## config.mk

```make
export PLATFORM = sky130hd
export DESIGN_NAME = muldiv_unit
export DESIGN_NICKNAME = d
export VERILOG_FILES = /design/src/hw/muldiv_pkg.sv /design/src/hw/muldiv_ctrl.sv /design/src/hw/mul_datapath.sv /design/src/hw/div_datapath.sv /design/src/hw/muldiv_unit.sv
export VERILOG_INCLUDE_DIRS = /design/src /design/src/hw
export SDC_FILE = /design/constraint.sdc
export NUM_CORES = 2
export LEC_CHECK = 0
export ABC_AREA = 1
export BUFFER_PORTS_ARGS = -buffer_cell sky130_fd_sc_hd__buf_2
export CORE_UTILIZATION = 30
export CTS_CLUSTER_DIAMETER = 40
export DETAILED_ROUTE_END_ITERATION = 12
export PLACE_DENSITY_LB_ADDON = 0.05
export SLEW_MARGIN = 25
export SYNTH_ARGS = -nofsm -noshare
export SYNTH_HDL_FRONTEND = slang
export SYNTH_SLANG_ARGS = --single-unit
```

## constraint.sdc

```tcl
create_clock -name clk_i -period 18.4 [get_ports clk_i]
set_input_delay 3.68 -clock clk_i [delete_from_list [all_inputs] [get_ports clk_i]]
set_output_delay 3.68 -clock clk_i [all_outputs]
set_load 0.02 [all_outputs]
```

## src/hw/muldiv_settings.svh

```systemverilog
// width and iteration count macros for the multiply/divide unit

`ifndef MULDIV_SETTINGS_SVH
`define MULDIV_SETTINGS_SVH

// ------------------------------
// datapath sizing
// ------------------------------

// operand and result width
`define MD_XLEN 32

// restoring divider iterations, one quotient bit per step
`define MD_DIV_STEPS `MD_XLEN

`endif

```

## src/hw/muldiv_pkg.sv

```systemverilog
// opcode and state enums, request and control structs

`default_nettype none

`include "muldiv_settings.svh"

package muldiv_pkg;

    // M-extension funct3 encoding
    typedef enum logic [2:0] {
        MUL    = 3'd0,
        MULH   = 3'd1,
        MULHSU = 3'd2,
        MULHU  = 3'd3,
        DIV    = 3'd4,
        DIVU   = 3'd5,
        REM    = 3'd6,
        REMU   = 3'd7
    } md_op_e;

    typedef enum logic [2:0] {
        IDLE      = 3'd0,
        MUL_EXEC  = 3'd1,
        DIV_CHECK = 3'd2,
        DIV_EXEC  = 3'd3,
        RET       = 3'd4
    } md_state_e;

    typedef struct packed {
        md_op_e                op;    // funct3
        logic [`MD_XLEN-1:0]   src1;  // rs1 value
        logic [`MD_XLEN-1:0]   src2;  // rs2 value
    } md_req_t;

    typedef struct packed {
        logic load;   // capture request
        logic step;   // multiply or one divide iteration
        logic fixup;  // magnitude / zero-divisor handling
        logic ret;    // drive result
    } md_ctl_t;

endpackage

`default_nettype wire

```

## src/hw/muldiv_ctrl.sv

```systemverilog
// control FSM for the multiply/divide unit
// step counter, busy/done and datapath strobes

`default_nettype none

`include "muldiv_settings.svh"

module muldiv_ctrl (
    input  logic                 clk_i,
    input  logic                 rst,
    input  logic                 hold_i,
    input  logic                 valid_i,
    input  muldiv_pkg::md_req_t  req_i,
    input  logic                 divisor_zero_i,
    output muldiv_pkg::md_ctl_t  ctl_o,
    output logic                 busy_o,
    output logic                 done_o
);
    import muldiv_pkg::*;

    localparam logic [4:0] step_last = 5'(`MD_DIV_STEPS - 1);

    md_state_e  state_q;
    md_state_e  state_d;
    logic [4:0] cnt_q;  // remaining divide steps
    logic [4:0] cnt_d;
    logic       is_div;

    assign is_div = req_i.op[2];  // funct3[2] marks the divide group

    // ------------------------------
    // next state
    // ------------------------------
    always_comb begin
        state_d = state_q;
        cnt_d   = cnt_q;
        unique case (state_q)
            IDLE: begin
                if (valid_i) begin
                    state_d = is_div ? DIV_CHECK : MUL_EXEC;
                end
            end
            MUL_EXEC: begin
                state_d = RET;  // single-cycle product
            end
            DIV_CHECK: begin
                if (divisor_zero_i) begin
                    state_d = RET;  // short-circuit, results set by fixup
                end else begin
                    state_d = DIV_EXEC;
                    cnt_d   = step_last;
                end
            end
            DIV_EXEC: begin
                cnt_d = cnt_q - 5'd1;
                if (cnt_q == 5'd0) begin
                    state_d = RET;
                end
            end
            RET: begin
                state_d = IDLE;
            end
            default: begin
                state_d = IDLE;
            end
        endcase
    end

    always_ff @(posedge clk_i) begin
        if (rst) begin
            state_q <= IDLE;
            cnt_q   <= '0;
        end else if (!hold_i) begin  // freeze everything on hold
            state_q <= state_d;
            cnt_q   <= cnt_d;
        end
    end

    // ------------------------------
    // strobes and status
    // ------------------------------
    always_comb begin
        ctl_o.load  = (state_q == IDLE) && valid_i;
        ctl_o.step  = (state_q == MUL_EXEC) || (state_q == DIV_EXEC);
        ctl_o.fixup = (state_q == DIV_CHECK);
        ctl_o.ret   = (state_q == RET);
    end

    assign busy_o = (state_q != IDLE);  // includes the RET cycle
    assign done_o = (state_q == RET);

endmodule

`default_nettype wire

```

## src/hw/mul_datapath.sv

```systemverilog
// multiplier datapath with 33x33 signed product register

`default_nettype none

`include "muldiv_settings.svh"

module mul_datapath (
    input  logic                 clk_i,
    input  logic                 hold_i,
    input  muldiv_pkg::md_req_t  req_i,
    input  muldiv_pkg::md_ctl_t  ctl_i,
    output logic [`MD_XLEN-1:0]  rslt_o
);
    import muldiv_pkg::*;

    logic signed [`MD_XLEN:0]     src1_q;  // 33 bit
    logic signed [`MD_XLEN:0]     src2_q;
    logic signed [2*`MD_XLEN+1:0] prod_q;  // 66 bit
    logic                         hi_q;    // return upper word
    logic                         own_q;   // request is a multiply
    logic                         src1_signed;
    logic                         src2_signed;

    assign src1_signed = (req_i.op == MULH) || (req_i.op == MULHSU);
    assign src2_signed = (req_i.op == MULH);

    always_ff @(posedge clk_i) begin
        if (!hold_i) begin
            if (ctl_i.load) begin
                src1_q <= {src1_signed && req_i.src1[`MD_XLEN-1], req_i.src1};
                src2_q <= {src2_signed && req_i.src2[`MD_XLEN-1], req_i.src2};
                hi_q   <= (req_i.op != MUL);
                own_q  <= !req_i.op[2];
            end
            if (ctl_i.step && own_q) begin
                prod_q <= src1_q * src2_q;  // operands sign-extend to full width
            end
        end
    end

    // zero unless returning our own result, so the top can OR
    assign rslt_o = !(ctl_i.ret && own_q) ? '0 :
                    hi_q ? prod_q[2*`MD_XLEN-1:`MD_XLEN] : prod_q[`MD_XLEN-1:0];

endmodule

`default_nettype wire

```

## src/hw/div_datapath.sv

```systemverilog
// restoring shift-subtract divider datapath
// sign handling, zero-divisor results and quotient/remainder select

`default_nettype none

`include "muldiv_settings.svh"

module div_datapath (
    input  logic                 clk_i,
    input  logic                 hold_i,
    input  muldiv_pkg::md_req_t  req_i,
    input  muldiv_pkg::md_ctl_t  ctl_i,
    output logic                 divisor_zero_o,
    output logic [`MD_XLEN-1:0]  rslt_o
);
    import muldiv_pkg::*;

    logic [`MD_XLEN-1:0] divisor_q;
    logic [`MD_XLEN-1:0] rem_q;       // dividend until fixup, then partial remainder
    logic [`MD_XLEN-1:0] quo_q;
    logic                divisor_neg_q;
    logic                quo_neg_q;
    logic                rem_neg_q;   // remainder follows the dividend sign
    logic                is_rem_q;
    logic                own_q;
    logic                op_signed;

    logic [`MD_XLEN-1:0] dividend_mag;
    logic [`MD_XLEN-1:0] divisor_mag;
    logic [`MD_XLEN:0]   shifted;     // partial remainder with next dividend bit
    logic [`MD_XLEN+1:0] diff;
    logic                q_bit;

    assign op_signed = (req_i.op == DIV) || (req_i.op == REM);

    assign dividend_mag = rem_neg_q ? -rem_q : rem_q;
    assign divisor_mag  = divisor_neg_q ? -divisor_q : divisor_q;

    // ------------------------------
    // one restoring iteration
    // ------------------------------
    assign shifted = {rem_q, quo_q[`MD_XLEN-1]};
    assign diff    = {1'b0, shifted} - {2'b00, divisor_q};
    assign q_bit   = !diff[`MD_XLEN+1];  // no borrow means subtract fits

    assign divisor_zero_o = (divisor_q == '0);  // raw divisor, sampled in DIV_CHECK

    always_ff @(posedge clk_i) begin
        if (!hold_i) begin
            if (ctl_i.load) begin
                divisor_q     <= req_i.src2;
                rem_q         <= req_i.src1;
                quo_q         <= '0;
                divisor_neg_q <= op_signed && req_i.src2[`MD_XLEN-1];
                rem_neg_q     <= op_signed && req_i.src1[`MD_XLEN-1];
                quo_neg_q     <= op_signed && (req_i.src1[`MD_XLEN-1] ^ req_i.src2[`MD_XLEN-1]);
                is_rem_q      <= req_i.op[1];  // REM and REMU
                own_q         <= req_i.op[2];
            end
            if (ctl_i.fixup) begin
                if (divisor_zero_o) begin
                    quo_q     <= '1;  // x/0 gives all ones, remainder keeps x
                    quo_neg_q <= 1'b0;
                    rem_neg_q <= 1'b0;
                end else begin
                    divisor_q <= divisor_mag;
                    rem_q     <= '0;
                    quo_q     <= dividend_mag;  // shifted out msb first
                end
            end
            if (ctl_i.step && own_q) begin
                rem_q <= q_bit ? diff[`MD_XLEN-1:0] : shifted[`MD_XLEN-1:0];
                quo_q <= {quo_q[`MD_XLEN-2:0], q_bit};
            end
        end
    end

    // sign correction on the way out
    always_comb begin
        rslt_o = '0;
        if (ctl_i.ret && own_q) begin
            if (is_rem_q) begin
                rslt_o = rem_neg_q ? -rem_q : rem_q;
            end else begin
                rslt_o = quo_neg_q ? -quo_q : quo_q;
            end
        end
    end

endmodule

`default_nettype wire

```

## src/hw/muldiv_unit.sv

```systemverilog
// multiply/divide unit top level
// controller, multiplier and divider datapaths, result merge

`default_nettype none

`include "muldiv_settings.svh"

module muldiv_unit (
    input  logic                 clk_i,
    input  logic                 rst,
    input  logic                 hold_i,
    input  logic                 valid_i,
    input  muldiv_pkg::md_req_t  req_i,
    output logic                 busy_o,
    output logic                 done_o,
    output logic [`MD_XLEN-1:0]  rslt_o
);
    import muldiv_pkg::*;

    md_ctl_t             ctl;
    logic                divisor_zero;
    logic [`MD_XLEN-1:0] mul_rslt;
    logic [`MD_XLEN-1:0] div_rslt;

    muldiv_ctrl ctrl0 (
        .clk_i          (clk_i),
        .rst            (rst),
        .hold_i         (hold_i),
        .valid_i        (valid_i),
        .req_i          (req_i),
        .divisor_zero_i (divisor_zero),
        .ctl_o          (ctl),
        .busy_o         (busy_o),
        .done_o         (done_o)
    );

    mul_datapath mul0 (
        .clk_i  (clk_i),
        .hold_i (hold_i),
        .req_i  (req_i),
        .ctl_i  (ctl),
        .rslt_o (mul_rslt)
    );

    div_datapath div0 (
        .clk_i          (clk_i),
        .hold_i         (hold_i),
        .req_i          (req_i),
        .ctl_i          (ctl),
        .divisor_zero_o (divisor_zero),
        .rslt_o         (div_rslt)
    );

    assign rslt_o = mul_rslt | div_rslt;  // idle side drives zero

endmodule

`default_nettype wire

```

==> impl_metrics.tcl <==
set metrics [dict create \
    place.port_buffers 104 \
    dr_total_vias 45408 \
    vias_per_cell 4.65 \
    hold_violations 0 \
    drive_above_1_share_pct 5.28 \
    post-route-period-util_pct 48.1 \
    critPathBufInv 8 \
    syn_avg_cell_area_sq_um 7.75 \
    post_synth_num_cell_types 56 \
    status "completed" \
    cts_setup_buffers 0 \
    hpwl_mm 175 \
    synth_flop_cell "edfxtp_1" \
    die_w_microns 436 \
    critPathMaxFanout 33 \
    ant_nets 0 \
    fp.dieArea_sq_um 190000 \
    antenna_found_initial 9 \
    yosysTopAreaCell "fa_1" \
    cp_top_family "adder cells" \
    grt_max_degree 63 \
    period_minus_slack_ps 8840 \
    ys_seq_elements 241 \
    core-area_sq_um 186000 \
    layout.nets 8667 \
    route.met3.wl_mm 6.15 \
    met1_length_mm 98.6 \
    wire_per_inst_microns 21.9 \
    rsz0062_at_grt "no" \
    arrival_ps 9240 \
    finClkSkew_ps 47.0 \
    synth_compound_area_share_pct 4.74 \
    firstDrtPassIters 6 \
    grt_pass1_vias 48660 \
    synth.area.top_cells "fa_1 (40%), inv_1 (13%), nand2_1 (13%)" \
    path_common_cell "fa_1" \
    r2r_start "mul0.src1_q[32]" \
    globalRouteOverflowTotal 0 \
    boundaryPins 105 \
    dpl-instance-area_sq_um 59500 \
    yosysSeqAreaShare_pct 12.7 \
    post-synth-top-count-cell "inv_1" \
    muxShareOfSynthArea_pct 0.581 \
    synth_fa_ha_area_share_pct 45.4 \
    finalSetupTns_ps 0 \
    slowest_delay_ps 990 \
    worstSetupEndpointType "register" \
    crit_path_cell_trace "buf_4 -> nand2_1 -> inv_1 -> fa_1 -> fa_1 -> fa_1 -> buf_4 -> inv_1 -> fa_1 -> inv_1 -> fa_1 -> fa_1 -> fa_1 -> inv_1 -> fa_1 -> inv_1 -> ha_1 -> nand2_1 -> nor2_1 -> inv_1 -> nor4_1 -> nand3_1 -> nand4_1 -> nand2_1" \
    cts_resized 0 \
    drt-total-wl_mm 214 \
    cts_max_level 3 \
    synth_top_family_by_area "adder cells" \
    clk_pin_slew_worst_paths_ps 50 \
    critPathSlowestCell "fa_1" \
    startpoint "mul0.src1_q[32]" \
    tritoncts.num_buffers 68 \
    cp.required_ps 18790 \
    postSynthNetCount 8733 \
    cts_sinks 241 \
    async_reset_ff_share_pct 0 \
    track_usage_pct 22.8 \
    dieHeight_microns 436 \
    cts_root_buf "clkbuf_16" \
    cap_viol_max_count 0 \
    yosys.area_share.simple_pct 19.4 \
    synth_edf_count 233 \
    final_area_sq_um 61900 \
    synth_common_cells "inv_1 (1993), nand2_1 (1944), fa_1 (1126)" \
    setup_violations 0 \
    cts_max_path_buffers 3 \
    gp_congestion 0.925 \
    wl_met2_mm 105 \
    route.detailed.drc 0 \
    crit_type "register to register" \
    fmax_mhz 113 \
    relSlewSlack_pct 34.6 \
    start_kind "register" \
    drtIter0Drc 2661 \
    slew_violations 0 \
    ctsHoldBuffers 0 \
    hp-class "register to register" \
    routed.top_layer "met4" \
    rows 158 \
    cts_tree "done" \
    start_util_pct 30.3 \
    syn_inst 7287 \
    synth.top_cell.area_share_pct 39.9 \
    fin_util_pct 33.3 \
    ys.warnings.count 0 \
    synth-xor-area-share_pct 1.54 \
    clk_latency_ps 650 \
    hp-start "ctrl0.state_q[1]" \
    grt_pass1_wl_mm 323 \
    area_growth_pct 9.70 \
    netlist_area_sq_um 56500 \
    worst_pin_slew_ps 981 \
]
==> metrics by stage <==
stage / hold slack [ps] / std cells / setup WS (ps)
floorplan: 454 / 7287 / 9690
finish: 481 / 9758 / 9560
detailed placement: 475 / 9631 / 9470
global placement: 471 / 9631 / 9400
CTS: 483 / 9754 / 9460
global route: 514 / 9754 / 9170
==> layout by cell type (no fill, tap or decap), types with 48 or more instances in the layout <==
cell type,Yosys,routed
o211ai_1,48,48
buf_2,10,104
nor2_1,349,345
buf_4,6,97
nand4_1,62,62
nand3_1,284,284
clkbuf_16,0,69
xor2_1,79,79
inv_1,1993,1991
ha_1,249,249
o21ai_0,216,216
nand2_1,1944,1944
fa_1,1126,1126
a21oi_1,164,164
edfxtp_1,233,233
==> sequential cells by signal, summed over array words and instances (netlist names) <==
register            cells
mul0.prod_q            64
div0.quo_neg_q          1
mul0.own_q              1
mul0.hi_q               1
div0.own_q              1
div0.is_rem_q           1
ctrl0.cnt_q             5
div0.rem_neg_q          1
mul0.src1_q            33
div0.divisor_neg_q      1
div0.rem_q             32
ctrl0.state_q           3
div0.quo_q             32
mul0.src2_q            33
div0.divisor_q         32
==> path summary, 6_finish.rpt <==
| check | endpoint | slack [ps] | cells past startpoint |
|---|---|---|---|
| hold / removal | ctrl0.state_q[1] | 480 | 2 |
| setup reg to reg | mul0.prod_q[56] | 9560 | 24 |
| setup / recovery | mul0.prod_q[56] | 9560 | 24 |
| hold reg to reg | ctrl0.state_q[1] | 480 | 2 |
==> metal layers <==
| metal | GRT usage [%] | vias to the layer above |
|---|---|---|
| li1 | - | 21066 |
| met1 | 31.5 | 23294 |
| met2 | 39.6 | 875 |
| met3 | 1.40 | 173 |
| met4 | 4.07 | 0 |
| met5 | 0 | - |
==> worst reg2reg max path: stages, from the launching register on <==
cell	delay, ps
edfxtp_1	310
buf_4	410
nand2_1	200
inv_1	150
fa_1	480
fa_1	560
fa_1	520
buf_4	230
inv_1	150
fa_1	990
inv_1	360
fa_1	550
fa_1	470
fa_1	520
inv_1	50
fa_1	480
inv_1	40
ha_1	480
nand2_1	150
nor2_1	170
inv_1	120
nor4_1	670
nand3_1	370
nand4_1	160
nand2_1	60
==> cell families (layout without fill, tap and decap cells) <==
logic type,after synthesis,count (layout)
muxes,30,30
and+or+nand+nor,2720,2720
buffers and inverters,2340,2327
xor gates and xnor gates,99,99
DFF,241,241
other,0,4
AOI/OAI and AO/OA,482,482
adders and majority gates,1375,1375
==> final cells by class <==
type / count / area (sq um)
clock inverter: 49 / 639
timing repair buffer: 201 / 1250
tap: 2480 / 3100
antenna: 4 / 10.0
clock buffer: 74 / 1750
sequential: 241 / 7160
fill: 20240 / 124000
multi-input combinational: 4706 / 40500
inverter: 2003 / 7520
Power is left out: the tool's default activity adds up to more than one toggle a clock period on the data nets, which glitch-free logic cannot reach.
